**config.mk**
```make
export PLATFORM = sky130hd
export DESIGN_NAME = dram_cmd_decode_flat
export DESIGN_NICKNAME = d
export VERILOG_FILES = /design/src/hdl/dram_pkg.sv /design/src/hdl/dram_xfer_if.sv /design/src/hdl/dram_cmd_decode.sv /design/src/flat_wrapper.sv
export SDC_FILE = /design/constraint.sdc
export NUM_CORES = 1
export LEC_CHECK = 0
export BUFFER_PORTS_ARGS = -buffer_cell sky130_fd_sc_hd__clkbuf_2
export CORE_UTILIZATION = 35
export CTS_CLUSTER_DIAMETER = 200
export DETAILED_ROUTE_END_ITERATION = 8
export MAX_ROUTING_LAYER = met4
export PLACE_DENSITY = 0.79
export SETUP_SLACK_MARGIN = 0.1
export SYNTH_ARGS = -nofsm -noshare
export SYNTH_HDL_FRONTEND = slang
export SYNTH_SLANG_ARGS = --single-unit
```
**constraint.sdc**
```tcl
create_clock -name clk -period 2.73 [get_ports clk]
set_clock_uncertainty 0.05 [all_clocks]
set_input_delay 0.1365 -clock clk [delete_from_list [all_inputs] [get_ports clk]]
set_output_delay 0.1365 -clock clk [all_outputs]
set_load 0.005 [all_outputs]
```
**src/hdl/dram_pkg.sv**
```systemverilog
package dram_pkg;

    // ====================
    // Bus and storage sizes
    // ====================

    // Shared data bus between chip and memory
    localparam int BUS_W = 128;

    // Start address field of a command word
    localparam int ADDR_W = 32;

    // On-die word array depth
    localparam int MEM_DEPTH = 1024;

    // Array index width, low address bits only
    localparam int IDX_W = $clog2(MEM_DEPTH);

    // Unused upper part of a command word
    localparam int RSVD_W = BUS_W - ADDR_W - 1;

    // Direction bit value for chip-to-memory transfers
    // Zero moves data into the chip
    localparam logic DIR_FROM_CHIP = 1'b1;

    // ====================
    // Port phases
    // ====================

    // Port FSM encoding
    typedef enum logic [1:0] {
        IDLE      = 2'd0,
        CMD       = 2'd1,
        TO_CHIP   = 2'd2,
        FROM_CHIP = 2'd3
    } port_state_e;

    // ====================
    // Bus word views
    // ====================

    // Command layout on the inbound bus
    // Direction in bit 0, address right above it
    typedef struct packed {
        logic [RSVD_W-1:0] rsvd;
        logic [ADDR_W-1:0] addr;
        logic              dir;
    } cmd_word_t;

    // Same inbound word seen as a command or as a data beat
    typedef union packed {
        cmd_word_t         cmd;
        logic [BUS_W-1:0]  data;
    } bus_word_u;

endpackage

```
**src/hdl/dram_xfer_if.sv**
```systemverilog
`timescale 1ns/1ps

interface dram_xfer_if;

    // Command accepted this cycle
    logic                        cmd_take;

    // Direction of the latest command
    logic                        cmd_dir;

    // Start address of the latest command
    logic [dram_pkg::ADDR_W-1:0] cmd_addr;

    // Current port phase
    dram_pkg::port_state_e       state;

    // Data beat accepted this cycle, either direction
    logic                        beat;

    // Command capture side
    modport decoder (
        output cmd_take,
        output cmd_dir,
        output cmd_addr,
        input  state
    );

    // FSM, address counter and storage
    modport engine (
        input  cmd_take,
        input  cmd_dir,
        input  cmd_addr,
        output state,
        output beat
    );

    // Bus handshake policy
    modport result (
        input  state
    );

endinterface

```
**src/hdl/dram_cmd_decode.sv**
```systemverilog
`timescale 1ns/1ps

module dram_cmd_decode (
    input  logic                clk,
    input  logic                rst_n,
    input  logic                cmd_vld,
    input  logic                dat_oe,
    input  dram_pkg::bus_word_u in_dat,
    input  logic                in_vld,
    input  logic                in_rdy,
    dram_xfer_if.decoder        xf
);

    // Command accepted on the bus this cycle
    logic                        take;
    // Chip opens a new command sequence from idle
    logic                        open_win;
    // Last accepted command
    logic                        dir_q;
    logic [dram_pkg::ADDR_W-1:0] addr_q;

    // ====================
    // Command detect
    // ====================

    // Any accepted beat in the command phase is a command word
    // in_rdy already carries the cmd_vld and dat_oe qualifiers
    assign take = (xf.state == dram_pkg::CMD) && in_vld && in_rdy;

    // Start of a new command sequence
    assign open_win = (xf.state == dram_pkg::IDLE) && cmd_vld && dat_oe;

    // ====================
    // Command hold
    // ====================

    always_ff @(posedge clk or negedge rst_n) begin
        if (!rst_n) begin
            dir_q  <= 1'b0;
            addr_q <= '0;
        end else if (take) begin
            // Split the word through the command view
            dir_q  <= in_dat.cmd.dir;
            addr_q <= in_dat.cmd.addr;
        end else if (open_win) begin
            // Drop the stale command once a new one is announced
            dir_q  <= 1'b0;
            addr_q <= '0;
        end
    end

    // Live fields in the take cycle so the engine loads on the next edge
    // Held fields otherwise
    assign xf.cmd_take = take;
    assign xf.cmd_dir  = take ? in_dat.cmd.dir : dir_q;
    assign xf.cmd_addr = take ? in_dat.cmd.addr : addr_q;

endmodule

```
**src/flat_wrapper.sv**
```systemverilog
// flat-port wrapper written by rule: the top's interface ports become plain ports
module dram_cmd_decode_flat 
  (clk, rst_n, cmd_vld, dat_oe, in_dat, in_vld, in_rdy, xf_cmd_take, xf_cmd_dir, xf_cmd_addr, xf_state);
  dram_xfer_if xf_i ();
  input  logic clk;
  input  logic rst_n;
  input  logic cmd_vld;
  input  logic dat_oe;
  input  dram_pkg::bus_word_u in_dat;
  input  logic in_vld;
  input  logic in_rdy;
  output wire logic [$bits(xf_i.cmd_take)-1:0] xf_cmd_take;
  output wire logic [$bits(xf_i.cmd_dir)-1:0] xf_cmd_dir;
  output wire logic [$bits(xf_i.cmd_addr)-1:0] xf_cmd_addr;
  input wire logic [$bits(xf_i.state)-1:0] xf_state;
  assign xf_cmd_take = xf_i.cmd_take;
  assign xf_cmd_dir = xf_i.cmd_dir;
  assign xf_cmd_addr = xf_i.cmd_addr;
  assign xf_i.state = xf_state;
  dram_cmd_decode u_core (.clk(clk), .rst_n(rst_n), .cmd_vld(cmd_vld), .dat_oe(dat_oe), .in_dat(in_dat), .in_vld(in_vld), .in_rdy(in_rdy), .xf(xf_i));
endmodule
```
Yosys cells after proc, flatten, opt, wreduce, memory -nomap -nowiden
Index checks and enable logic that the tools add are counted.

Register bits: 33. Input bits: 136. Output and inout port bits: 34. Logic and storage cells: 15.

Equal/unequal tests: 1. Muxes and demuxes: 6. Reduce and logical (&&, ||, !) cells: 6.

Operators with widths (number): $mux W32 (3); $logic_and A1 B1 Y1 (4); $mux W1 (3); $eq A2 B1 Y1 const B (1); $logic_not A2 Y1 (1); $reduce_bool A2 Y1 (1).

Logic depth before layout (Yosys ltp)
Depth in word-level cells: 5. Mapped depth: 5. Gate-level depth less buffers: 3.

Worst setup path before layout
Ideal clock, no wire load.

Path kind: input to register. Start: in xf_state[1]. End: reg u_core.addr_q[10] in the netlist's numbering. Setup time: 0.124 ns. Data arrival time: 1.087 ns. Required time: 2.556 ns. Slack: 1.469 ns. Stages on the path: 5. Path buffers: 2. Cell sequence: buf_2 > nand4b_4 > buf_6 > mux2_4 > o31a_1.

Cells in the longest elaborated chain, start to end: 4. Elaborated cells on any way between the ends: 8. Those cells by class: eq/ne (1); mux (1); reduce/logical (6).

RTL lines: start, declared (line flat_wrapper.sv:15) `input wire logic [$bits(xf_i.state)-1:0] xf_state;`; $eq A2 B1 Y1 / $logic_not A2 Y1 (equally long branches) (line dram_cmd_decode.sv:28, dram_cmd_decode.sv:31); $logic_and A1 B1 Y1, on equally long branches (2 in a row) (line dram_cmd_decode.sv:28, dram_cmd_decode.sv:31); $mux W32 / $reduce_bool A2 Y1 (equally long branches); end signal, assigned (line dram_cmd_decode.sv:44) `addr_q <= in_dat.cmd.addr;`; end, declared (line dram_cmd_decode.sv:20) `logic [dram_pkg::ADDR_W-1:0] addr_q;`.

Several ways; a longest one is shown, not always the timed one. A chain may end at the register's enable or synchronous reset.

Final worst setup path
Start: in xf_state[1]. End: out xf_cmd_addr[7].

Cells in the longest elaborated chain, start to end: 4.

RTL lines: $eq A2 B1 Y1 (line dram_cmd_decode.sv:28) `assign take = (xf.state == dram_pkg::CMD) && in_vld && in_rdy;`; $logic_and A1 B1 Y1 (2 in a row) (line dram_cmd_decode.sv:28); $mux W32 (line dram_cmd_decode.sv:56) `assign xf.cmd_addr = take ? in_dat.cmd.addr : addr_q;`; end, declared (line flat_wrapper.sv:14) `output wire logic [$bits(xf_i.cmd_addr)-1:0] xf_cmd_addr;`.

No other way between the ends.

==> reports/qor.txt <==
STA
----------------------------------------------------------------------------------------
Endpoints failing hold                                                                 0
Portion of the clock cycle consumed by the worst path in the final layout         57.26%
Final setup vio count                                                                  0
Final min period                                                                1.563 ns
RSZ-0062 raised after global routing                                                  no
Max Transition Viols Final                                                             0
F_max                                                                          639.7 MHz
Total negative slack                                                                0 ns
Worst Tran Pin Value                                                            1.177 ns
Worst slew margin relative to its limit                                           21.37%

POWER
----------------------------------------------------------------------------------------
Static leakage                                                                  1.194 nW
Largest vdd supply drop                                                        0.2720 mV
Power Dens Cells                                                            609.3 nW/um2

DRT
----------------------------------------------------------------------------------------
WL met1                                                                         1.682 mm
Routed wire length per instance                                                 16.92 um
Post-detailed-route count of antenna-violating nets                                    0
Ratio of routed vias to standard cells                                             5.193
Number of optimization iterations in the first detailed-route pass                     4
Met2 routed wirelength                                                          2.068 mm
Remaining routing DRC violations                                                       0
Aggregate routed wire length                                                    4.112 mm
Total via count after detailed routing                                              1262
DRC violation total after the first TritonRoute iteration                             83
Met3 WL post-DR                                                                   228 um
Top routing layer in use                                                            met4

YOSYS
----------------------------------------------------------------------------------------
Synth warn                                                                             0
Mean instance size in the synthesized netlist                                  14.69 um2
Synth Instances                                                                      116
Summed instance area of the synthesized netlist                                 1704 um2
Unique cell type count in the Yosys netlist                                           10
Part of the Yosys area used for sequential elements                               48.46%
Number of synthesized register bits                                                   33
Synthesized Nets                                                                     252

FINISH
----------------------------------------------------------------------------------------
Fill cell total of the finished layout                                               451
Share of cells above drive strength 1                                             61.90%
Final #Nets                                                                          324
Area growth, synth to finish                                                      28.19%
Final Instance Area                                                             2185 um2
Count of antenna diodes in the layout                                                  0

CRITICAL PATH
----------------------------------------------------------------------------------------
Startpoint kind of the worst setup timing path                                input port
Data arrival time of the critical path                                           1.38 ns
Sort of element at the end of the critical path                             primary output
Maximum fanout encountered on the critical timing path                                13
Data required time at the worst endpoint                                         2.54 ns
Worst Setup Path Type                                                       input port to primary output

DIE
----------------------------------------------------------------------------------------
Floorplan core area                                                             4692 um2
Placement Rows                                                                        25
Die area                                                                        5152 um2
Horizontal die dimension                                                        71.78 um
Ports                                                                                170
Initial core utilization                                                          36.32%
Vertical die dimension                                                          71.78 um

CTS
----------------------------------------------------------------------------------------
# clock sinks                                                                         33
Total CTS buffers                                                                      5
Worst skew pair latency                                                          0.28 ns
Number of post-CTS setup repair buffers                                                0
Buffers from clock root to sink, at most                                               2
Number of instances resized during post-cts repair                                     0
Clock transition at the registers of the reported paths                          0.06 ns
Cts hold-fix bufs                                                                      1
TritonCTS clock tree                                                                done
CTS Root Cell                                                               sky130_fd_sc_hd__clkbuf_8
CTS H-tree depth                                                                       2

GLOBAL ROUTE
----------------------------------------------------------------------------------------
Number of global-route vias before repair                                           1305
Number of antenna violations at the first check in global routing                      0
Global route overflow                                                                  0
Global-route wire length before repair                                          6.527 mm
GRT Resource Usage Total                                                          17.60%
Largest net degree at the start of global routing                                     34

PLACEMENT
----------------------------------------------------------------------------------------
Final HPWL from detailed placement                                              2.765 mm
Weighted congestion at the end of routability-driven global placement             0.6720
Port Buf Inserts                                                                      74
Area of placed instances                                                        2095 um2

JOB
----------------------------------------------------------------------------------------
Number of maximum-capacitance constraint violations                                    0

STATUS
----------------------------------------------------------------------------------------
Status                                                                         completed

HOLD PATH
----------------------------------------------------------------------------------------
HP Class                                                                    input port to flip-flop

power by group:
group	switching [mW]	internal (mW)
Sequential	0.0233	0.568
Combinational	0.157	0.234
Clock	0.168	0.181
Total	0.349	0.982
sequential cells by signal, indices dropped and copies added (netlist names):
signal         flops
u_core.dir_q       1
u_core.addr_q     32
path summary, 6_finish.rpt:
path,start,to,slack [ns],cells after the start
max,xf_state[1],xf_cmd_addr[7],1.17,5
min,in_dat[27],u_core.addr_q[26]$_DFFE_PN0P_,0.16,3
max in group asynchronous,rst_n,u_core.addr_q[7]$_DFFE_PN0P_,1.65,2
max reg2reg,u_core.addr_q[31]$_DFFE_PN0P_,u_core.addr_q[31]$_DFFE_PN0P_,1.81,2
min reg2reg,u_core.addr_q[6]$_DFFE_PN0P_,u_core.addr_q[6]$_DFFE_PN0P_,0.56,2
min in group asynchronous,rst_n,u_core.addr_q[14]$_DFFE_PN0P_,0.45,2
Yosys cell counts:
| cell type | instances | share of area (%) |
|---|---|---|
| sky130_fd_sc_hd__mux2_2 | 4 | 2.6 |
| sky130_fd_sc_hd__o31a_1 | 33 | 17 |
| sky130_fd_sc_hd__buf_6 | 3 | 2.0 |
| sky130_fd_sc_hd__inv_1 | 1 | 0.22 |
| sky130_fd_sc_hd__mux2_4 | 29 | 26 |
| sky130_fd_sc_hd__clkbuf_1 | 9 | 2.0 |
| sky130_fd_sc_hd__nand4b_4 | 1 | 1.4 |
| sky130_fd_sc_hd__buf_2 | 2 | 0.59 |
| sky130_fd_sc_hd__nand2_1 | 1 | 0.22 |
| sky130_fd_sc_hd__dfrtp_1 | 33 | 48 |
cells by family after synthesis:
| kind of cell | Yosys count | share of synthesized area [%] |
|---|---|---|
| simple gates | 2 | 1.615 |
| compound gates | 33 | 16.96 |
| flops | 33 | 48.46 |
| mux | 33 | 28.19 |
| buf+inv | 15 | 4.772 |
layout make-up:
class	instances	area, um2	share of cell area, %
Sequential cell	33	825.8	37.80
Multi-Input combinational cell	68	797.0	36.48
Timing Repair Buffer	79	410.4	18.79
Clock buffer	8	80.08	3.666
Tap cell	54	67.56	3.093
Inverter	1	3.754	0.1718
worst max-delay path, stage by stage:
cell and delay (ns):
sky130_fd_sc_hd__clkbuf_2 0.09, sky130_fd_sc_hd__nand4b_4 0.36, sky130_fd_sc_hd__buf_4 0.33, sky130_fd_sc_hd__mux2_4 0.32, sky130_fd_sc_hd__clkbuf_2 0.13
layer usage:
layer	GRT usage (%)	vias to the layer above
met5	-	-
met4	6.318	0
met3	4.923	10
met2	29.14	52
met1	20.47	620
li1	-	580
per-stage QoR:
step           total power [mW]  setup slack (ns)  util, %  cells  hold slack (ns)
4_1_cts                   1.352             1.158    46.56    243           0.1527
2_1_floorplan            0.8364             1.469        -    116          -0.2091
5_1_grt                   1.415             1.126    46.56    243           0.1663
3_3_place_gp             0.9781             1.172    44.64    234           0.2217
6_report                  1.331             1.167    46.56    243           0.1569
3_5_place_dp             0.9921             1.165    44.64    234           0.2309
layout by cell type (no fill, tap or decap), drive strengths merged:
cell and instances:
inv 1, nand4b 1, mux2 33, dfrtp 33, clkbuf 82, buf 4
o31a 33, nand2 1, dlygate4sd3 1
Note: power is estimated with default switching activity, not from simulation.
